### config.mk
export PLATFORM = sky130hd
export DESIGN_NAME = pe_array
export DESIGN_NICKNAME = d
export VERILOG_FILES = /design/src/sa_pkg.sv /design/src/pe_cell.sv /design/src/pe_array.sv
export SDC_FILE = /design/constraint.sdc
export NUM_CORES = 2
export LEC_CHECK = 0
export ABC_CLOCK_PERIOD_IN_PS = 9800
export BUFFER_PORTS_ARGS = -buffer_cell sky130_fd_sc_hd__buf_2
export CORE_MARGIN = 2
export CORE_UTILIZATION = 45
export DETAILED_ROUTE_END_ITERATION = 16
export MAX_ROUTING_LAYER = met4
export PLACE_DENSITY_LB_ADDON = 0.2
export RECOVER_POWER = 25
export SLEW_MARGIN = 20
export SYNTH_ARGS = -nofsm -noshare
export SYNTH_HDL_FRONTEND = slang
export SYNTH_SLANG_ARGS = --single-unit
### constraint.sdc
create_clock -name clk -period 9.8 [get_ports clk]
set_input_delay 1.96 -clock clk [delete_from_list [all_inputs] [get_ports clk]]
set_output_delay 1.96 -clock clk [all_outputs]
set_load 0.02 [all_outputs]
### src/sa_pkg.sv
package sa_pkg;

    localparam int ARR_H     = 4;
    localparam int ARR_W     = 4;
    localparam int MAX_LEN   = 8;
    localparam int IN_W      = 8;
    localparam int ACC_W     = 24;
    localparam int SEQ_CNT_W = 5;    // Holds MAX_LEN+2*ARR_H+ARR_W+1

    localparam logic [11:0] ADDR_CTRL   = 12'h000;
    localparam logic [11:0] ADDR_STATUS = 12'h004;
    localparam logic [11:0] ADDR_LEN    = 12'h008;
    localparam logic [11:0] ADDR_A_BASE = 12'h100;
    localparam logic [11:0] ADDR_B_BASE = 12'h200;
    localparam logic [11:0] ADDR_C_BASE = 12'h300;

    typedef struct packed {
        logic        psel;
        logic        penable;
        logic        pwrite;
        logic [11:0] paddr;
        logic [31:0] pwdata;
    } apb_req_t;

    typedef struct packed {
        logic [31:0] prdata;
        logic        pready;
        logic        pslverr;
    } apb_rsp_t;

    typedef logic signed [IN_W-1:0]  op_t;
    typedef logic signed [ACC_W-1:0] acc_t;
    typedef logic [3:0]              len_t;

    typedef struct packed {
        logic en;
        logic clr;
        op_t  data;
    } lane_t;

    typedef struct packed {
        logic en;
        logic clr;
        acc_t data;
    } drain_t;

    typedef op_t  [ARR_H*MAX_LEN-1:0] a_buf_t;    // Word h*MAX_LEN+k
    typedef op_t  [MAX_LEN*ARR_W-1:0] b_buf_t;    // Word k*ARR_W+w
    typedef acc_t [ARR_H*ARR_W-1:0]   c_buf_t;    // Word h*ARR_W+w
    typedef acc_t [ARR_W-1:0]         acc_row_t;

endpackage

### src/pe_cell.sv
`timescale 1ns/100ps

module pe_cell
    import sa_pkg::*;
(
    input  logic   clk,
    input  logic   arst_n_i,
    input  lane_t  in_i,
    input  lane_t  wt_i,
    output lane_t  in_o,
    output lane_t  wt_o,
    input  drain_t dr_i,
    output drain_t dr_o
);

    logic [1:0]               in_ctl_q;    // {en, clr}
    logic [1:0]               wt_ctl_q;
    op_t                      in_data_q;
    op_t                      wt_data_q;
    logic signed [2*IN_W-1:0] prod;
    acc_t                     acc_q;
    acc_t                     drain_q;

    assign prod = in_i.data * wt_i.data;

    always_ff @(posedge clk or negedge arst_n_i) begin
        if (!arst_n_i) begin
            in_ctl_q <= 2'b00;
            wt_ctl_q <= 2'b00;
        end else begin
            in_ctl_q <= {in_i.en, in_i.clr};
            wt_ctl_q <= {wt_i.en, wt_i.clr};
        end
    end

    always_ff @(posedge clk) begin
        in_data_q <= in_i.data;
        wt_data_q <= wt_i.data;
        if (in_i.en) begin
            acc_q <= in_i.clr ? acc_t'(prod) : acc_q + acc_t'(prod);    // Wraps at ACC_W
        end
        if (dr_i.clr) begin
            drain_q <= acc_q;    // Snapshot of finished sum
        end else if (dr_i.en) begin
            drain_q <= dr_i.data;    // Shift up one row
        end
    end

    assign in_o = '{en: in_ctl_q[1], clr: in_ctl_q[0], data: in_data_q};
    assign wt_o = '{en: wt_ctl_q[1], clr: wt_ctl_q[0], data: wt_data_q};
    // Drain control reaches every row in the same cycle
    assign dr_o = '{en: dr_i.en, clr: dr_i.clr, data: drain_q};

    a_lane_en_match: assert property (@(posedge clk) disable iff (!arst_n_i)
        in_i.en == wt_i.en);

endmodule

### src/pe_array.sv
`timescale 1ns/100ps

module pe_array
    import sa_pkg::*;
(
    input  logic                 clk,
    input  logic                 arst_n_i,
    input  lane_t  [ARR_H-1:0]   row_i,
    input  lane_t  [ARR_W-1:0]   col_i,
    input  drain_t [ARR_W-1:0]   drain_i,
    output acc_row_t             res_o
);

    lane_t  h_link [ARR_H][ARR_W+1];    // Row links, left to right
    lane_t  v_link [ARR_H+1][ARR_W];    // Column links, top to bottom
    drain_t d_link [ARR_H+1][ARR_W];    // Drain links, bottom to top

    genvar h;
    genvar w;

    generate
        for (h = 0; h < ARR_H; h++) begin : g_row_edge
            assign h_link[h][0] = row_i[h];
        end

        for (w = 0; w < ARR_W; w++) begin : g_col_edge
            assign v_link[0][w] = col_i[w];
            assign d_link[ARR_H][w] = '{en: drain_i[w].en, clr: drain_i[w].clr, data: '0};
            assign res_o[w] = d_link[0][w].data;
        end

        for (h = 0; h < ARR_H; h++) begin : g_h
            for (w = 0; w < ARR_W; w++) begin : g_w
                pe_cell u_pe_cell (
                    .clk      (clk),
                    .arst_n_i (arst_n_i),

                    .in_i     (h_link[h][w]),
                    .in_o     (h_link[h][w+1]),

                    .wt_i     (v_link[h][w]),
                    .wt_o     (v_link[h+1][w]),

                    .dr_i     (d_link[h+1][w]),
                    .dr_o     (d_link[h][w])
                );
            end
        end
    endgenerate

endmodule

==> run_results.csv <==
group,metric,value,unit
outcome,violations,"max-capacitance violations, max-slew violations",
floorplanning,die_area,207000,um2
critical_path,crit_slowest_cell,"fa_1",
floorplanning,io_pins,282,
clock_tree,clock_latency,0.78,ns
floorplanning,rows,165,
global_route,grtUsageTotal,20.7,%
placed_design,gp_congestion,0.888,
final_layout,drive_gt1_share,8.47,%
synthesis,ys_ff_latch,984,
floorplanning,core,202000,um2
synthesis,yosys.area.top_type_share,25.2,%
timing,setup_violations,0,
clock_tree,cts_tree,"done",
clock_tree,cts_hold_buf,0,
synthesis,ys.warnings.count,0,
timing,tightest_slew,2.30,ns
timing,finClkSkew,0.0720,ns
route,dr_total_vias,60300,
global_route,grt_pass1_wl,335000,um
timing,fmax,118,MHz
floorplanning,die_x,455,um
clock_tree,cts_buffers,117,
clock_tree,cts.sinks,984,
critical_path,cp_common_cell,"inv_1",
route,dr.pass1.iters,5,
clock_tree,clock_path_buffers,3,
critical_path,cp_slowest_stage_delay,0.54,ns
clock_tree,cts-root-buf,"clkbuf_16",
run,cap_violations,17,
synthesis,syn-cell-area,91600,um2
critical_path,start_kind,"input pin",
timing,slew_headroom,-53.6,%
outcome,status,"finished with violations",
critical_path,cp.required,10.31,ns
timing,hold_violations,0,
timing,whs,0.443,ns
route,drtIter0Drc,3123,
synthesis,synth_common_cells,"inv_1, fa_1, ha_1, and2_1, edfxtp_1",
global_route,antenna_found_initial,20,
synthesis,yosysMostFrequentCell,"inv_1",
timing,drv_slew,556,
synthesis,yosysTopAreaCell,"edfxtp_1",
synthesis,synth_edf_count,768,
synthesis,yosys-top-cells-area,"edfxtp_1, fa_1, ha_1",
synthesis,synthFlopType,"edfxtp_1",
critical_path,cp_max_fo,9,
clock_tree,clkTransAtPathRegs,0.07,ns
timing,period_minus_slack,8.46,ns
route,antenna_left,0,
critical_path,cp_top_family,"adder cells",
floorplanning,die_h,455,um
timing,tns,0,ns
route,route.detailed.drc,0,
synthesis,syn_area_per_cell,10.4,um2
final_layout,nNetsFinal,10900,
timing,rsz0062_at_grt,"no",
global_route,grt_max_degree,73,
min_path,hp-class,"flip-flop to flip-flop",
critical_path,worst-path-buf-inv,6,
floorplanning,start_util,45.3,%
synthesis,ys_seq_area_share,30.0,%
clock_tree,ctsResizeCount,0,
route,wirelength,203000,um
synthesis,synthCells,8779,
min_path,worstHoldPathCells,0,
synthesis,syn_nets,10700,
global_route,grt-ovfl-total,0,
synthesis,async_flop_share,2.44,%
route,wl_per_cell,17.3,um
critical_path,cp-end-kind,"flip-flop",
critical_path,r2r_cells,27,
timing,fin_crit_sh,86.3,%
synthesis,synth_cell_types,93,
final_layout,area.growth.synth_to_final,8.04,%
placed_design,dp_hpwl,158000,um
critical_path,arrival,8.97,ns
clock_tree,post_cts_buffers,0,
clock_tree,cts_max_level,3,
route,routed_via_density,5.15,
global_route,grt_pass1_vias,63200,
critical_path,crit_cells,31,
critical_path,critical_path_class,"input pin to flip-flop",
placed_design,portBuffers,177,
-- layout make-up --
| class | instances | area [um2] |
|---|---|---|
| sequential | 984 | 27500 |
| clock inverter | 79 | 945 |
| fill | 18500 | 103000 |
| tap | 2672 | 3340 |
| inverter | 1441 | 5410 |
| clock buffer | 142 | 3050 |
| antenna | 18 | 45.0 |
| timing repair buffer | 221 | 1120 |
| multi-input combinational | 6143 | 57600 |
-- per-layer routing --
layer / GRT usage [%] / vias to the layer above / wire length (um)
met5: - / - / 0
met4: 4.96 / 0 / 4350
met3: 2.42 / 215 / 7010
met2: 34.3 / 812 / 98300
met1: 27.0 / 30000 / 93000
li1: - / 29300 / -
-- through the flow --
stage	util [%]	setup slack (ns)	instance area, um2	std cells
2_1_floorplan	-	1.57	91600	8779
3_3_place_gp	47.0	0.789	95100	11500
3_5_place_dp	47.0	0.781	95100	11500
4_1_cts	49.0	1.57	99100	11700
5_1_grt	48.9	1.04	99000	11700
6_report	48.9	1.34	99000	11700
-- sequential cells by signal, summed over array words and instances (netlist names) --
| register | cells |
|---|---|
| g_h.g_w.u_pe_cell.in_ctl_q | 24 |
| g_h.g_w.u_pe_cell.acc_q | 384 |
| g_h.g_w.u_pe_cell.in_data_q | 96 |
| g_h.g_w.u_pe_cell.wt_data_q | 96 |
| g_h.g_w.u_pe_cell.drain_q | 384 |
-- cells in the final DEF (no fill, tap or decap), types with 24 or more instances in the layout --
cell type	count
buf_4	31
or3_1	27
nor2b_1	133
clkbuf_16	118
o21a_1	47
clkbuf_1	75
fa_1	896
ha_1	864
xor2_1	219
nor2_1	228
nand2b_1	68
a21o_1	197
buf_2	138
o21ai_1	54
nor3_1	61
nand2_1	542
a211oi_1	29
and2_1	795
a21oi_1	360
mux2_2	362
dfxtp_1	192
o21bai_1	99
a31oi_1	33
xnor2_1	373
o31ai_1	31
dfrtp_1	24
nand3_1	65
inv_1	1441
edfxtp_1	768
o21ai_0	390
-- worst paths after layout --
check                      slack [ns]                            startpoint                                    to
setup / recovery                 1.34                             col_i[12]     g_h[0].g_w[1].u_pe_cell.acc_q[23]
hold / removal                   0.44  g_h[3].g_w[1].u_pe_cell.in_data_q[7]  g_h[3].g_w[2].u_pe_cell.in_data_q[7]
setup reg to reg                 2.11  g_h[0].g_w[3].u_pe_cell.wt_data_q[2]     g_h[1].g_w[3].u_pe_cell.acc_q[22]
hold reg to reg                  0.44  g_h[3].g_w[1].u_pe_cell.in_data_q[7]  g_h[3].g_w[2].u_pe_cell.in_data_q[7]
max in group asynchronous        8.04                              arst_n_i   g_h[2].g_w[1].u_pe_cell.in_ctl_q[1]
min in group asynchronous        1.27                              arst_n_i   g_h[2].g_w[0].u_pe_cell.in_ctl_q[0]
-- cell families after synthesis --
logic type / count (synthesis) / synth area share (%)
mux: 383 / 4.68
compound gates: 1389 / 9.51
buf+inv: 1652 / 7.17
fa+ha+maj: 1760 / 31.4
simple gates: 2017 / 11.6
flops: 984 / 30.0
xor+xnor: 594 / 5.69
Power is left out: the tool's default activity adds up to more than one toggle a clock period on the data nets, which glitch-free logic cannot reach.
