`config.mk`:
```
export PLATFORM = sky130hd
export DESIGN_NAME = sa_regs
export DESIGN_NICKNAME = d
export VERILOG_FILES = /design/src/sa_pkg.sv /design/src/sa_regs.sv
export SDC_FILE = /design/constraint.sdc
export NUM_CORES = 1
export LEC_CHECK = 0
export ABC_CLOCK_PERIOD_IN_PS = 3900
export BUFFER_PORTS_ARGS = -buffer_cell sky130_fd_sc_hd__buf_2
export CAP_MARGIN = 20
export CORE_ASPECT_RATIO = 0.75
export CORE_MARGIN = 3
export CORE_UTILIZATION = 29
export CTS_CLUSTER_DIAMETER = 60
export CTS_CLUSTER_SIZE = 8
export DETAILED_ROUTE_END_ITERATION = 10
export PLACE_DENSITY = 0.48
export SETUP_SLACK_MARGIN = 0.05
export SLEW_MARGIN = 10
export SYNTH_ARGS = -nofsm -noshare
export SYNTH_HDL_FRONTEND = slang
export SYNTH_SLANG_ARGS = --single-unit
```
`constraint.sdc`:
```
create_clock -name clk -period 3.9 [get_ports clk]
set_input_delay 0.195 -clock clk [delete_from_list [all_inputs] [get_ports clk]]
set_output_delay 0.195 -clock clk [all_outputs]
set_load 0.02 [all_outputs]
```
`src/sa_pkg.sv`:
```
package sa_pkg;

    localparam int ARR_H     = 4;
    localparam int ARR_W     = 4;
    localparam int MAX_LEN   = 8;
    localparam int IN_W      = 8;
    localparam int ACC_W     = 24;
    localparam int SEQ_CNT_W = 5;    // Holds MAX_LEN+2*ARR_H+ARR_W+1

    localparam logic [11:0] ADDR_CTRL   = 12'h000;
    localparam logic [11:0] ADDR_STATUS = 12'h004;
    localparam logic [11:0] ADDR_LEN    = 12'h008;
    localparam logic [11:0] ADDR_A_BASE = 12'h100;
    localparam logic [11:0] ADDR_B_BASE = 12'h200;
    localparam logic [11:0] ADDR_C_BASE = 12'h300;

    typedef struct packed {
        logic        psel;
        logic        penable;
        logic        pwrite;
        logic [11:0] paddr;
        logic [31:0] pwdata;
    } apb_req_t;

    typedef struct packed {
        logic [31:0] prdata;
        logic        pready;
        logic        pslverr;
    } apb_rsp_t;

    typedef logic signed [IN_W-1:0]  op_t;
    typedef logic signed [ACC_W-1:0] acc_t;
    typedef logic [3:0]              len_t;

    typedef struct packed {
        logic en;
        logic clr;
        op_t  data;
    } lane_t;

    typedef struct packed {
        logic en;
        logic clr;
        acc_t data;
    } drain_t;

    typedef op_t  [ARR_H*MAX_LEN-1:0] a_buf_t;    // Word h*MAX_LEN+k
    typedef op_t  [MAX_LEN*ARR_W-1:0] b_buf_t;    // Word k*ARR_W+w
    typedef acc_t [ARR_H*ARR_W-1:0]   c_buf_t;    // Word h*ARR_W+w
    typedef acc_t [ARR_W-1:0]         acc_row_t;

endpackage

```
`src/sa_regs.sv`:
```
`timescale 1ns/100ps

module sa_regs
    import sa_pkg::*;
(
    input  logic       clk,
    input  logic       arst_n_i,
    input  apb_req_t   apb_i,
    output apb_rsp_t   apb_o,
    output logic       start_o,
    output len_t       len_o,
    output a_buf_t     a_o,
    output b_buf_t     b_o,
    input  logic       busy_i,
    input  logic       res_we_i,
    input  logic [1:0] res_row_i,
    input  acc_row_t   res_i
);

    logic        access;
    logic        wr;
    logic        rd;
    logic        hit_ctrl;
    logic        hit_status;
    logic        hit_len;
    logic        hit_a;
    logic        hit_b;
    logic        hit_c;
    logic        mapped;
    logic        len_ok;
    logic        start_req;
    logic        err;
    logic [4:0]  op_idx;
    logic [3:0]  c_idx;
    logic [31:0] rdata;
    len_t        len_q;
    logic        done_q;
    a_buf_t      a_q;
    b_buf_t      b_q;
    c_buf_t      c_q;

    assign access = apb_i.psel && apb_i.penable;
    assign wr     = access && apb_i.pwrite;
    assign rd     = access && !apb_i.pwrite;

    assign hit_ctrl   = apb_i.paddr == ADDR_CTRL;
    assign hit_status = apb_i.paddr == ADDR_STATUS;
    assign hit_len    = apb_i.paddr == ADDR_LEN;
    assign hit_a = (apb_i.paddr[11:7] == ADDR_A_BASE[11:7]) && (apb_i.paddr[1:0] == 2'b00);
    assign hit_b = (apb_i.paddr[11:7] == ADDR_B_BASE[11:7]) && (apb_i.paddr[1:0] == 2'b00);
    assign hit_c = (apb_i.paddr[11:6] == ADDR_C_BASE[11:6]) && (apb_i.paddr[1:0] == 2'b00);
    assign mapped = hit_ctrl || hit_status || hit_len || hit_a || hit_b || hit_c;

    assign op_idx = apb_i.paddr[6:2];
    assign c_idx  = apb_i.paddr[5:2];
    assign len_ok = (apb_i.pwdata >= 32'd1) && (apb_i.pwdata <= 32'(MAX_LEN));

    assign start_req = wr && hit_ctrl && apb_i.pwdata[0];
    assign start_o   = start_req && !busy_i;

    assign err = access && (!mapped
                 || (wr && busy_i && (hit_a || hit_b || hit_len))
                 || (wr && hit_len && !len_ok)
                 || (start_req && busy_i));

    always_comb begin
        rdata = '0;
        if (hit_status) begin
            rdata = {30'd0, done_q, busy_i};
        end else if (hit_len) begin
            rdata = {28'd0, len_q};
        end else if (hit_a) begin
            rdata = 32'(a_q[op_idx]);    // Sign-extended
        end else if (hit_b) begin
            rdata = 32'(b_q[op_idx]);
        end else if (hit_c) begin
            rdata = 32'(c_q[c_idx]);
        end
    end

    assign apb_o = '{prdata: rd ? rdata : '0, pready: 1'b1, pslverr: err};

    always_ff @(posedge clk or negedge arst_n_i) begin
        if (!arst_n_i) begin
            len_q  <= 4'd1;
            done_q <= 1'b0;
            c_q    <= '0;
        end else begin
            if (start_o) begin
                done_q <= 1'b0;
            end else if (res_we_i && (res_row_i == 2'(ARR_H-1))) begin
                done_q <= 1'b1;    // Last row lands as busy drops
            end
            if (wr && hit_len && !busy_i && len_ok) begin
                len_q <= apb_i.pwdata[3:0];
            end
            if (res_we_i) begin
                for (int w = 0; w < ARR_W; w++) begin
                    c_q[res_row_i*ARR_W + w] <= res_i[w];
                end
            end
        end
    end

    always_ff @(posedge clk) begin
        if (wr && !busy_i && hit_a) begin
            a_q[op_idx] <= apb_i.pwdata[IN_W-1:0];
        end
        if (wr && !busy_i && hit_b) begin
            b_q[op_idx] <= apb_i.pwdata[IN_W-1:0];
        end
    end

    assign len_o = len_q;
    assign a_o   = a_q;
    assign b_o   = b_q;

    a_penable_in_sel: assert property (@(posedge clk) disable iff (!arst_n_i)
        apb_i.penable |-> apb_i.psel);

endmodule

```
==> summary.md <==
| Metric | Value |
|---|---|
| Mux share of post-synthesis cell area | 0.2539 |
| Clock root cell | clkbuf_16 |
| Crit path buf inv count | 1 |
| Slowest stage delay, CP | 0.73 ns |
| Max VDD drop | 0.0003917 V |
| Fin worst setup slack | 0.2767 ns |
| Crit-path most repeated cell | o21ai_0 |
| Final ANT Viol Nets | 0 |
| Area share of fa/ha/maj cells after synthesis | 0 |
| Drt pass-1 iters | 5 |
| Post-Synth XOR/XNOR Area | 0.0002315 |
| Post-synth EDFFs | 512 |
| Synth cell types | 70 |
| Largest net degree at the start of global routing | 100 |
| Flops & latches, synth | 901 |
| Final setup viols | 0 |
| Synth warnings | 0 |
| Final net count | 3200 |
| CTS Sinks | 901 |
| TritonCTS clock tree | yes |
| Clock Skew | 0 ns |
| Vias/cell | 5.180 |
| Post-Synthesis Cells | 2113 |
| Hold WC Path Type | primary input to async pin |
| Cell with the most instances after synthesis | edfxtp_1 |
| Initial Util | 0.2928 |
| Residual DRC | 0 |
| Yosys top cell area share | 0.4064 |
| CTS H-Tree Depth | 4 |
| Worst path top cell family by delay | compound AO/OA/AOI/OAI gates |
| Die Width | 423.1 µm |
| RSZ-0062 raised after global routing | false |
| Total gr overflow | 0 |
| Synth Area per Inst | 17.91 µm² |
| Initial antenna violation count | 13 |
| Actual slew at the worst max-slew pin | 0.9676 ns |
| Worst EP arrival | 3.43 ns |
| Max-Cap Viols | 0 |
| First-pass GRT wire length | 207600 µm |
| Simple-gate share of the synthesized area | 0.02950 |
| DP Worst Slack | 0.2848 ns |
| Synth cell count leaders | edfxtp_1, dfrtp_1, mux2_2 |
| Critical path class | flop to primary output |
| FF-to-FF setup slack | 3.09 ns |
| Syn Nets | 2262 |
| Final Hold Viols | 0 |
| Routed wire length | 148400 µm |
| Iteration-0 DRC Markers | 2842 |
| Worst-path cell chain | mux2i_1 > o22ai_1 > nor4_1 > o21ai_0 > o21ai_0 > a22oi_1 > buf_2 |
| Post-synth top area cell | edfxtp_1 |
| Fillers | 12190 |
| Main combinational cell family by area after synthesis | multiplexers |
| Setup TNS | 0 ns |
| GRT Util Overall | 0.2157 |
| Post-detail-place hpwl | 108800 µm |
| Via Count | 25100 |
| Worst path slowest cell | nor4_1 |
| Compound-Gate Fraction of Synth Area | 0.03148 |
| Top Ports | 700 |
| Post-Syn Area | 37830 µm² |
| WL/cell | 30.62 µm |
| Fraction of layout cells with a size suffix above 1 | 0.5153 |
| Req. time, crit path | 3.70 ns |
| Clock transition at path regs | 0.05 ns |
| Worst Setup Start Kind | flop |
| Sequential-to-total area share from yosys stat | 0.6637 |
| Slew headroom | 0.3496 |
| Clock Latency Late Sink | 0.75 ns |
| Top area cells in the synthesized netlist | edfxtp_1, dfrtp_1, mux2_2, mux4_2, mux2i_1 |
| Fraction of registers with async set/reset | 0.4317 |
| Fmax | 0.2760 GHz |
| Pwr dens | 497.8 nW/µm² |
| Final Max Tran Viols | 0 |
| Vias in the first global route | 26040 |
| Fin crit period | 3.623 ns |
| Worst setup EP type | primary output |
| Cell Rows | 114 |
| Setup Fix Bufs, Post-CTS | 0 |
| TritonCTS Buffers | 134 |
| GP Congestion | 0.9388 |
| Clock Tree Buf Depth | 3 |
| Outcome | completed |
| Leakage | 19.09 nW |
| Area grow syn2layout | 29.19% |
| Die area | 134900 µm² |
| # port buffers | 698 |
| Synth Flop Type | edfxtp_1 |
| Core area | 129200 µm² |
| Period utilisation layout | 0.9290 |
| Crit-path max FO | 2 |
| Die H | 318.8 µm |
==> placed cells by master (no fill, tap or decap), types with 5 or more instances in the layout <==
master	count
buf_12	12
o21ai_0	9
inv_16	5
buf_4	128
nand3_1	10
mux2_2	386
inv_1	11
a311oi_1	10
a22oi_1	27
clkinv_8	5
nand2_1	17
nor3_1	12
o22ai_1	44
mux4_2	183
nor2b_1	10
clkbuf_1	23
nand2b_1	6
nor4_1	13
nand3b_1	6
nand4_1	6
a31oi_1	12
a21oi_1	25
clkbuf_16	137
a22o_1	5
diode_2	11
buf_2	694
dlygate4sd3_1	100
nor2_1	86
dfrtp_1	388
mux2i_1	107
a211oi_1	8
edfxtp_1	512
nor3_2	5
mux2_1	6
a221oi_1	9
==> layer usage <==
metal	routed length [µm]	track usage
met3	12310	0.06333
met2	69760	0.3422
met4	4975	0.07462
met5	41	0
met1	61310	0.2824
==> per-stage QoR <==
step	instances	cell area, µm²	util	total power [W]	hold slack, ns
6_report	4846	48880	0.3782	0.02433	0.04976
5_1_grt	4840	48860	0.3781	0.02529	0.08230
4_1_cts	4835	48840	0.3779	0.02461	0.03831
3_5_place_dp	4555	44040	0.3408	0.01371	0.2693
3_3_place_gp	4554	44030	0.3407	0.01359	0.2300
2_1_floorplan	2113	37830	-	0.01281	-0.1006
==> final timing paths <==
kind,start,endpoint,cells past startpoint
max,b_o[129]$_DFFE_PP_,apb_o[3],7
min,arst_n_i,c_q[328]$_DFFE_PN0P_,2
max reg2reg,c_q[102]$_DFFE_PN0P_,c_q[102]$_DFFE_PN0P_,1
min reg2reg,c_q[241]$_DFFE_PN0P_,c_q[241]$_DFFE_PN0P_,1
max in group asynchronous,arst_n_i,c_q[6]$_DFFE_PN0P_,3
min in group clk,apb_i[5],a_o[101]$_DFFE_PP_,2
==> layout make-up <==
class	instances	area [µm²]	area share
tap	1740	2177	0.04454
sequential	901	25110	0.5138
clock inverter	19	271.5	0.005555
antenna	11	27.53	0.0005632
multi-input combinational	1062	11970	0.2450
clock buffer	161	3528	0.07219
inverter	14	52.55	0.001075
timing repair buffer	938	5736	0.1173
==> kinds of logic (layout without fill, tap and decap cells) <==
group,count (synthesis),in the layout
buffers and inverters,150,1132
AOI/OAI and AO/OA,171,171
muxes,682,682
xor gates and xnor gates,1,1
other,1,12
DFF,901,901
and+or+nand+nor,207,207
==> where the power goes <==
group	switching, W	leakage (nW)	internal [W]
clock network	0.00429	1.85	0.00642
logic	0.00106	8.03	0.00130
registers	0.000398	9.20	0.0109
==> flip-flops by register name, indices dropped and copies added, names as in the netlist <==
register / flops
len_o: 4
done_q: 1
c_q: 384
b_o: 256
a_o: 256
==> repair_timing <==
item | CTS | global route
resized for setup | 0 | 1
hold buffers | 100 | 0
hold endpoints to repair | 488 | 0
endpoints found under the setup margin | 0 | 9
No activity file was read; power rests on OpenSTA's default activity.
