File: config.mk
export PLATFORM = sky130hd
export DESIGN_NAME = sa_sequencer
export DESIGN_NICKNAME = d
export VERILOG_FILES = /design/src/sa_pkg.sv /design/src/sa_sequencer.sv
export SDC_FILE = /design/constraint.sdc
export NUM_CORES = 1
export LEC_CHECK = 0
export BUFFER_PORTS_ARGS = -buffer_cell sky130_fd_sc_hd__buf_2
export CAP_MARGIN = 15
export CORE_AREA = 4 4 349 351
export DETAILED_ROUTE_END_ITERATION = 7
export DIE_AREA = 0 0 353 355
export SYNTH_ARGS = -nofsm -noshare
export SYNTH_HDL_FRONTEND = slang
export SYNTH_SLANG_ARGS = --single-unit
File: constraint.sdc
create_clock -name clk -period 8.7 [get_ports clk]
set_input_delay 0.87 -clock clk [delete_from_list [all_inputs] [get_ports clk]]
set_output_delay 0.87 -clock clk [all_outputs]
set_load 0.02 [all_outputs]
File: src/sa_pkg.sv
package sa_pkg;

    localparam int ARR_H     = 4;
    localparam int ARR_W     = 4;
    localparam int MAX_LEN   = 8;
    localparam int IN_W      = 8;
    localparam int ACC_W     = 24;
    localparam int SEQ_CNT_W = 5;    // Holds MAX_LEN+2*ARR_H+ARR_W+1

    localparam logic [11:0] ADDR_CTRL   = 12'h000;
    localparam logic [11:0] ADDR_STATUS = 12'h004;
    localparam logic [11:0] ADDR_LEN    = 12'h008;
    localparam logic [11:0] ADDR_A_BASE = 12'h100;
    localparam logic [11:0] ADDR_B_BASE = 12'h200;
    localparam logic [11:0] ADDR_C_BASE = 12'h300;

    typedef struct packed {
        logic        psel;
        logic        penable;
        logic        pwrite;
        logic [11:0] paddr;
        logic [31:0] pwdata;
    } apb_req_t;

    typedef struct packed {
        logic [31:0] prdata;
        logic        pready;
        logic        pslverr;
    } apb_rsp_t;

    typedef logic signed [IN_W-1:0]  op_t;
    typedef logic signed [ACC_W-1:0] acc_t;
    typedef logic [3:0]              len_t;

    typedef struct packed {
        logic en;
        logic clr;
        op_t  data;
    } lane_t;

    typedef struct packed {
        logic en;
        logic clr;
        acc_t data;
    } drain_t;

    typedef op_t  [ARR_H*MAX_LEN-1:0] a_buf_t;    // Word h*MAX_LEN+k
    typedef op_t  [MAX_LEN*ARR_W-1:0] b_buf_t;    // Word k*ARR_W+w
    typedef acc_t [ARR_H*ARR_W-1:0]   c_buf_t;    // Word h*ARR_W+w
    typedef acc_t [ARR_W-1:0]         acc_row_t;

endpackage

File: src/sa_sequencer.sv
`timescale 1ns/100ps

module sa_sequencer
    import sa_pkg::*;
(
    input  logic                 clk,
    input  logic                 arst_n_i,
    input  logic                 start_i,
    input  len_t                 len_i,
    input  a_buf_t               a_i,
    input  b_buf_t               b_i,
    output logic                 busy_o,
    output lane_t  [ARR_H-1:0]   row_o,
    output lane_t  [ARR_W-1:0]   col_o,
    output drain_t [ARR_W-1:0]   drain_o,
    input  acc_row_t             res_i,
    output logic                 res_we_o,
    output logic [1:0]           res_row_o,
    output acc_row_t             res_o
);

    logic                 busy_q;
    logic [SEQ_CNT_W-1:0] cnt_q;
    logic [SEQ_CNT_W-1:0] t_load;
    logic [SEQ_CNT_W-1:0] t_drn_end;
    logic [SEQ_CNT_W-1:0] t_last;
    logic                 capture;
    logic                 we_q;
    logic [1:0]           row_q;
    acc_row_t             res_q;

    assign t_load    = SEQ_CNT_W'(len_i) + SEQ_CNT_W'(ARR_H + ARR_W);    // Feed plus settle
    assign t_drn_end = t_load + SEQ_CNT_W'(ARR_H);
    assign t_last    = t_drn_end + 1'b1;
    assign capture   = busy_q && (cnt_q > t_load) && (cnt_q <= t_drn_end);

    // Skewed operand lanes
    always_comb begin
        int k;
        for (int h = 0; h < ARR_H; h++) begin
            k = int'(cnt_q) - h;
            row_o[h].en   = busy_q && (k >= 0) && (k < int'(len_i));
            row_o[h].clr  = row_o[h].en && (k == 0);
            row_o[h].data = a_i[h*MAX_LEN + int'(k[2:0])];
        end
        for (int w = 0; w < ARR_W; w++) begin
            k = int'(cnt_q) - w;
            col_o[w].en   = busy_q && (k >= 0) && (k < int'(len_i));
            col_o[w].clr  = col_o[w].en && (k == 0);
            col_o[w].data = b_i[int'(k[2:0])*ARR_W + w];
        end
        for (int w = 0; w < ARR_W; w++) begin
            drain_o[w].en   = busy_q && (cnt_q >= t_load) && (cnt_q <= t_drn_end);
            drain_o[w].clr  = busy_q && (cnt_q == t_load);
            drain_o[w].data = '0;
        end
    end

    always_ff @(posedge clk or negedge arst_n_i) begin
        if (!arst_n_i) begin
            busy_q <= 1'b0;
            cnt_q  <= '0;
            we_q   <= 1'b0;
            row_q  <= '0;
        end else begin
            we_q <= capture;
            if (capture) begin
                row_q <= 2'(cnt_q - t_load - 1'b1);
            end
            if (start_i) begin
                busy_q <= 1'b1;
                cnt_q  <= '0;
            end else if (busy_q) begin
                cnt_q <= cnt_q + 1'b1;
                if (cnt_q == t_last) begin
                    busy_q <= 1'b0;    // Same edge as last row strobe
                end
            end
        end
    end

    always_ff @(posedge clk) begin
        if (capture) begin
            res_q <= res_i;
        end
    end

    assign busy_o    = busy_q;
    assign res_we_o  = we_q;
    assign res_row_o = row_q;
    assign res_o     = res_q;

    a_no_start_busy: assert property (@(posedge clk) disable iff (!arst_n_i)
        start_i |-> !busy_q);

endmodule

==> summary.md, run 1 <==
| Metric | Value |
|---|---|
| CP max stage delay | `0.81 ns` |
| Peak VDD IR | `0.0764 mV` |
| Reg clk slew, reported paths | `0.08 ns` |
| DRT iter0 DRCs | `662` |
| Achievable Freq | `187 MHz` |
| Synth Flop Type | `edfxtp_1` |
| Via count | `approximately 9000` |
| Die width | `353 um` |
| Final Hold Violating Endpoints | `0` |
| Routed wire length per instance | `24.7 um` |
| Post-Place Cells | `2947` |
| Yosys cell types | `44` |
| Synth top area share | `32.8%` |
| Setup TNS | `0 ns` |
| CTS Root Cell | `clkbuf_16` |
| RSZ-0062 raised after global routing | `no` |
| Worst Hold Class | `input pin to asynchronous set/reset pin` |
| Setup-failing EPs final | `0` |
| R2r setup slk | `4.57 ns` |
| Vert. Die Dim | `about 360 um` |
| Worst reg2reg path startpoint | `cnt_q[1]` |
| Outcome | `finished clean` |
| Proportion of layout cells with a drive suffix above 1 | `70.5%` |
| WS Path Type | `flip-flop to primary output` |
| Commonest cells post-synth | `mux4_2, buf_4, nand2_1, edfxtp_1, mux2_2` |
| Post-DR vias/cell | `between 3 and 4` |
| DRC violation count after routing | `0` |
| Multi-input logic area | `between 4000 and 5000 um2` |
| GR Util met1 | `11.9%` |
| CTS Buf Count | `9` |
| Data arrival time of the worst path | `~4.5 ns` |
| Routed Antenna Nets | `0` |
| Max_cap viols | `0` |
| Fillers | `13600` |
| Row cnt | `127` |
| Fin cells | `between 2000 and 3000` |
| First-pass GRT wire length | `90900 um` |
| Cell with the most instances after synthesis | `mux4_2` |
| CTS tree | `done` |
| H-tree depth | `3` |
| CTS Hold Bufs | `0` |
| Yosys synthesis warning count | `0` |
| Core area | `about 120000 um2` |
| Reg area | `just over 3000 um2` |
| Detail Placement HPWL | `67200 um` |
| Mapped Cells | `645` |
| Startpoint types | `flip-flop` |
| Register area share after synthesis | `35.4%` |
| Clock sink total | `105` |
| Initial antenna violation count | `about 140` |
| Busiest grt layer | `met2` |
| DRT Pass-1 Iters | `4` |
| Fin crit share | `between 60% and 70%` |
| Synth area leader | `edfxtp_1` |
| PD cells | `151 nW/um2` |
| Slew margin rel. | `between 30% and 40%` |
| Post-CTS Setup Repair Bufs | `0` |
| Max stage delay cell, worst path | `dfrtp_4` |
| Max Transition Viols Final | `0` |
| Max Fanout on Critical Path | `34` |
| Met3 usage | `7.90%` |
| CP required | `a little under 8 ns` |
| Yosys reg bits | `105` |
| Crit path capture type | `primary output` |
| Ports | `899` |
| Nets | `2057` |
| Worst-margin pin slew | `0.938 ns` |
| Total GRT Usage | `11.1%` |
| Fin util | `12.2%` |
| R2r endpoint | `res_o[68]` |
| Minimum clock period | `between 5 and 6 ns` |
| Layout Skew | `0.0156 ns` |
| Cells on worst reg2reg path | `8` |
| Ranking of synthesized cells by area | `edfxtp_1, mux4_2, buf_4, ha_1, nand2_1` |
| Clk_lat worst skew | `0.37 ns` |
| Initial Utilization | `7.38%` |
| Crit-path cells | `inv_1 -> ha_1 -> buf_4 -> clkinv_1 -> buf_4 -> ha_1 -> o21ai_0 -> nand2b_1 -> a2111oi_0 -> buf_2` |
| Grt total ovfl | `0` |
| GPL Wtd Cong | `0.900` |
| Synth Cell Area | `just under 9000 um2` |
| Leak | `6.32 nW` |
| Post-synth EDFFs | `96` |
| IO buf count | `around 800` |
| Area Overhead vs Synth | `65.2%` |
| Max Root-Sink Buffers | `2` |
| Vias in the first global route | `9015` |
| Syn avg cell area | `between 10 and 15 um2` |
| Ys async rst share | `8.57%` |
| Largest net degree at the start of global routing | `60` |
| Grt met2 use | `18.1%` |
| Die area | `125000 um2` |
| Routed WL | `73900 um` |
| Resize count post-CTS | `0` |
final cells by class:
cell class	instances	area share, %
Antenna cell	24	0.414
Multi-Input combinational cell	469	34.3
Tap cell	1548	13.3
Sequential cell	105	21.5
Timing Repair Buffer	811	28.1
Clock buffer	9	1.55
Inverter	14	0.379
Clock inverter	7	0.448
placed cells by master (no fill, tap or decap), types with 3 or more instances in the layout:
| cell type | instances |
|---|---|
| buf_4 | 9 |
| mux4_2 | 128 |
| nor2b_1 | 6 |
| nand2b_1 | 4 |
| xnor2_1 | 10 |
| inv_1 | 11 |
| edfxtp_1 | 96 |
| a21oi_1 | 4 |
| buf_2 | 802 |
| nor3_1 | 3 |
| nor2_1 | 10 |
| o21ai_0 | 6 |
| conb_1 | 96 |
| mux2_2 | 33 |
| nand4b_1 | 3 |
| xor2_1 | 4 |
| dfrtp_1 | 6 |
| clkbuf_16 | 9 |
| diode_2 | 24 |
| nand2_1 | 106 |
| ha_1 | 31 |
sequential cells by signal (all words and copies together) (netlist names):
signal,count
busy_o,1
res_o,96
res_we_o,1
cnt_q,5
res_row_o,2
worst max-delay path by stage:
| stage | start | endpoint | slack, ns | depth (start not counted) |
|---|---|---|---|---|
| 3_5_place_dp | cnt_q[1] | row_o[28] | 3.44 | 10 |
| 2_1_floorplan | cnt_q[2] | row_o[28] | 3.68 | 13 |
| 4_1_cts | cnt_q[1] | row_o[28] | 3.00 | 10 |
| 5_1_grt | cnt_q[1] | row_o[28] | 2.82 | 10 |
| 6_report | cnt_q[1] | row_o[28] | 3.36 | 10 |
| 3_3_place_gp | cnt_q[1] | row_o[28] | 3.46 | 10 |
routing by layer:
metal	vias to the layer above	share of wire, %	wire [um]
li1	3845	-	-
met1	4349	34	25500
met2	732	46	34100
met3	200	16	12200
met4	92	2.1	1530
met5	-	0.83	612
worst max-delay path, delay by kind of cell, from the launching register on:
kind | cells | cell delay, ns
AO/OA/AOI/OAI | 2 | 0.85
adder cells (fa/ha/maj) | 2 | 0.64
buffers and inverters | 5 | 1.62
flip-flops | 1 | 0.81
AND/OR/NAND/NOR | 1 | 0.09
power by group:
group / leakage, nW / internal, W / switching (W)
Combinational: 5.21 / 0.000474 / 0.000693
Sequential: 0.980 / 0.000582 / 0.0000271
Clock: 0.137 / 0.000200 / 0.000210
kinds of logic after synthesis:
| family | after synthesis | share of synthesized area [%] |
|---|---|---|
| buffers and inverters | 166 | 12.5 |
| and+or+nand+nor | 139 | 6.68 |
| xor gates and xnor gates | 16 | 1.68 |
| other | 1 | 0.0427 |
| adders and majority gates | 32 | 4.56 |
| DFF | 105 | 35.4 |
| muxes | 162 | 37.1 |
| AOI/OAI and AO/OA | 24 | 2.01 |
stage by stage:
step                      instance area [um2]  hold slack, ns  total power (W)  worst slack (ns)
after floorplan                          9150           0.574          0.00132              3.68
after global routing                    14500           0.344          0.00232              2.82
after detailed placement                14200           0.494          0.00182              3.44
final                                   14500           0.354          0.00219              3.36
after global placement                  14200           0.489          0.00181              3.46
after CTS                               14500           0.331          0.00225              3.00
Note: power is estimated with default switching activity, not from simulation.
==> run 2: changes to the inputs <==
--- a/config.mk
+++ b/config.mk
@@ -7,9 +7,9 @@
 export LEC_CHECK = 0
 export BUFFER_PORTS_ARGS = -buffer_cell sky130_fd_sc_hd__buf_2
 export CAP_MARGIN = 15
-export CORE_AREA = 4 4 349 351
+export CORE_AREA = 4 4 347 349
 export DETAILED_ROUTE_END_ITERATION = 7
-export DIE_AREA = 0 0 353 355
+export DIE_AREA = 0 0 351 353
 export SYNTH_ARGS = -nofsm -noshare
 export SYNTH_HDL_FRONTEND = slang
 export SYNTH_SLANG_ARGS = --single-unit
==> constraint.sdc (replaced) <==
create_clock -name clk -period 4.4 [get_ports clk]
set_input_delay 0.44 -clock clk [delete_from_list [all_inputs] [get_ports clk]]
set_output_delay 0.44 -clock clk [all_outputs]
set_load 0.02 [all_outputs]
==> run 2 against run 1 <==
Effect of this change:
- global-route usage grew 0.38 points
- setup slack lost 2.9 ns
- clock power rose by 100%
- power grew 100%
- routed wire length increased by 2.4%
- core utilization up 0.26 points
- via count is 1.3% higher
- hold slack lost 0.12 ns
- register-to-register slack got worse by 3.5 ns
- die area down 1.1%
- critical path type unchanged
- largest power group unchanged
==> summary.md, run 2 (synthesis gave the netlist of run 1 again) <==
| Metric | Value |
|---|---|
| Leak | `6.37 nW (+0.77%)` |
| CP max stage delay | `0.68 ns (-0.13 ns)` |
| Nets | `2064 (+0.34%)` |
| DRC violation count after routing | `0 (unchanged)` |
| Achievable Freq | `254 MHz` |
| PD cells | `301 nW/um2 (+100%)` |
| Die area | `124000 um2 (-1.1%)` |
| Initial antenna violation count | `116 (-14%)` |
| Reg clk slew, reported paths | `0.09 ns (about the same)` |
| Outcome | `finished clean` |
| Largest net degree at the start of global routing | `88 (+47%)` |
| Routed WL | `75600 um (+2.4%)` |
| Slew margin rel. | `26.1% (-11 points)` |
| CTS Buf Count | `9 (unchanged)` |
| Total GRT Usage | `11.5% (+0.38 points)` |
| Max Transition Viols Final | `0 (unchanged)` |
| DRT iter0 DRCs | `719 (+8.6%)` |
| Area Overhead vs Synth | `66.6%` |
| Detail Placement HPWL | `68000 um (+1.3%)` |
| Vert. Die Dim | `353 um (-0.56%)` |
| Hold slack | `0.233 ns (-0.121 ns)` |
| Post-DR vias/cell | `3.13 (+1.3%)` |
| Crit path capture type | `primary output` |
| Row cnt | `126 (-0.79%)` |
| Initial Utilization | `7.48% (+0.099 points)` |
| Max_cap viols | `0 (unchanged)` |
| Worst Hold Class | `input pin to flip-flop` |
| DRT Pass-1 Iters | `4 (unchanged)` |
| First-pass GRT wire length | `92700 um (+2.0%)` |
| Max FFs per register | `96 (unchanged)` |
| Worst path top cell family by delay | `adder cells` |
| Clk_lat worst skew | `0.37 ns (about the same)` |
| WS Path Type | `flip-flop to primary output` |
| RSZ-0062 raised after global routing | `no` |
| Final Hold Violating Endpoints | `0 (unchanged)` |
| Setup-failing EPs final | `0 (unchanged)` |
| Routed wire length per instance | `25.3 um (+2.4%)` |
| IO buf count | `802 (unchanged)` |
| Layout Skew | `0.0138 ns (-0.00174 ns)` |
| Fillers | `13400 (-1.1%)` |
| Core area | `117000 um2 (-1.3%)` |
| Ports | `899 (unchanged)` |
| Via count | `9335 (+1.3%)` |
| Final worst slack | `0.466 ns (-2.90 ns)` |
| Clock sink total | `105 (unchanged)` |
| Max Fanout on Critical Path | `21 (-38%)` |
| Startpoint types | `flip-flop` |
| Fin crit share | `89.4%` |
| CTS tree | `done` |
| Routed Antenna Nets | `0 (unchanged)` |
| CTS Root Cell | `clkbuf_16` |
| Commonest cells after routing, fill and taps aside | `buf_2, mux4_2, nand2_1` |
| Vias in the first global route | `9223 (+2.3%)` |
| Peak VDD IR | `0.175 mV (+130%)` |
| H-tree depth | `3 (unchanged)` |
| Minimum clock period | `3.93 ns` |
| Most common cell after layout, fill and taps aside | `buf_2` |
| Fin util | `12.5% (+0.26 points)` |
| Proportion of layout cells with a drive suffix above 1 | `70.5% (about the same)` |
| Worst-margin pin slew | `1.11 ns (+0.171 ns)` |
| Die width | `351 um (-0.57%)` |
| Setup Slack @ Placement | `0.767 ns (-2.68 ns)` |
| Crit-path cells | `inv_1 -> ha_4 -> ha_1 -> nor2b_1 -> o21ai_0 -> nand2b_1 -> a2111oi_2 -> and4b_1 -> buf_2` |
| Max Root-Sink Buffers | `2 (unchanged)` |
| Buf+Inv Stages, Crit Path | `2 (-3)` |
| Post-CTS Setup Repair Bufs | `0 (unchanged)` |
| CP required | `3.96 ns (-3.87 ns)` |
| Data arrival time of the worst path | `3.49 ns (-0.98 ns)` |
| Grt total ovfl | `0 (unchanged)` |
| Setup TNS | `0 ns (unchanged)` |
| Max stage delay cell, worst path | `dfrtp_4` |
| GPL Wtd Cong | `0.943 (+4.8%)` |
==> run 2: changes by cell type in the layout (fill, tap and decap cells not counted), sizes merged <==
cell / before / now
inv: 15 / 14
clkinv: 4 / 5
clkbuf: 9 / 10
dlygate4sd3: 0 / 1
clkinvlp: 2 / 1
diode: 24 / 28
buf: 811 / 817
==> run 2: where the power goes <==
part	internal [W]	leakage, nW	total (W)	switching, W
Sequential	0.00115	0.980	0.00119	0.0000415
Combinational	0.000958	5.25	0.00238	0.00142
Clock	0.000400	0.142	0.000830	0.000431
Total	0.00251	6.37	0.00440	0.00189
==> run 2: path summary, 6_finish.rpt <==
check	start	end	slack, ns	cells past startpoint
worst max-delay path	cnt_q[0]	col_o[38]	0.47	9
worst min-delay path	res_i[40]	res_o[40]	0.23	1
worst max register to register	cnt_q[1]	res_o[87]	1.03	8
worst min register to register	res_row_o[1]	res_row_o[1]	0.52	1
max in group asynchronous	arst_n_i	cnt_q[0]	3.63	2
min in group asynchronous	arst_n_i	res_we_o	0.54	2
==> run 2: stage by stage <==
step | std cells | total power, W | area (um2)
finish | 2986 | 0.00440 | 14600
global route | 2964 | 0.00465 | 14600
CTS | 2958 | 0.00452 | 14600
global placement | 2941 | 0.00364 | 14300
detailed placement | 2941 | 0.00366 | 14300
floorplan | 740 | 0.00261 | 9150
==> run 2: final cells by class <==
class / count / area (um2) / area share [%]
clock buffers: 10 / 229 / 1.56
clock inverters: 6 / 62.6 / 0.427
inverters: 14 / 56.3 / 0.385
well taps: 1536 / 1920 / 13.1
multi-input cells: 469 / 4980 / 34.0
flip-flops and latches: 105 / 3120 / 21.3
diodes: 28 / 70.1 / 0.479
repair buffers: 818 / 4200 / 28.7
==> run 2: repair_timing <==
item,CTS,global route
hold endpoints to repair,9,0
gates resized for setup,0,0
hold buffers,1,0
==> run 2: layer usage <==
layer	share of wire (%)	routed length (um)	track usage, %	up-vias
li1	-	-	-	3867
met1	36	27100	13.0	4486
met2	47	35400	19.3	726
met3	15	11200	6.35	180
met4	2.0	1480	1.85	76
met5	0.65	492	0	-
==> run 2: worst register-to-register path, cell delays in order (launching register included) <==
cell and delay [ns]:
dfrtp_4 0.63, inv_1 0.22, ha_1 0.40, o21bai_1 0.12, a21o_1 0.20, a221oi_1 0.31, nand4b_1 0.28, clkinvlp_4 0.50
buf_12 0.37
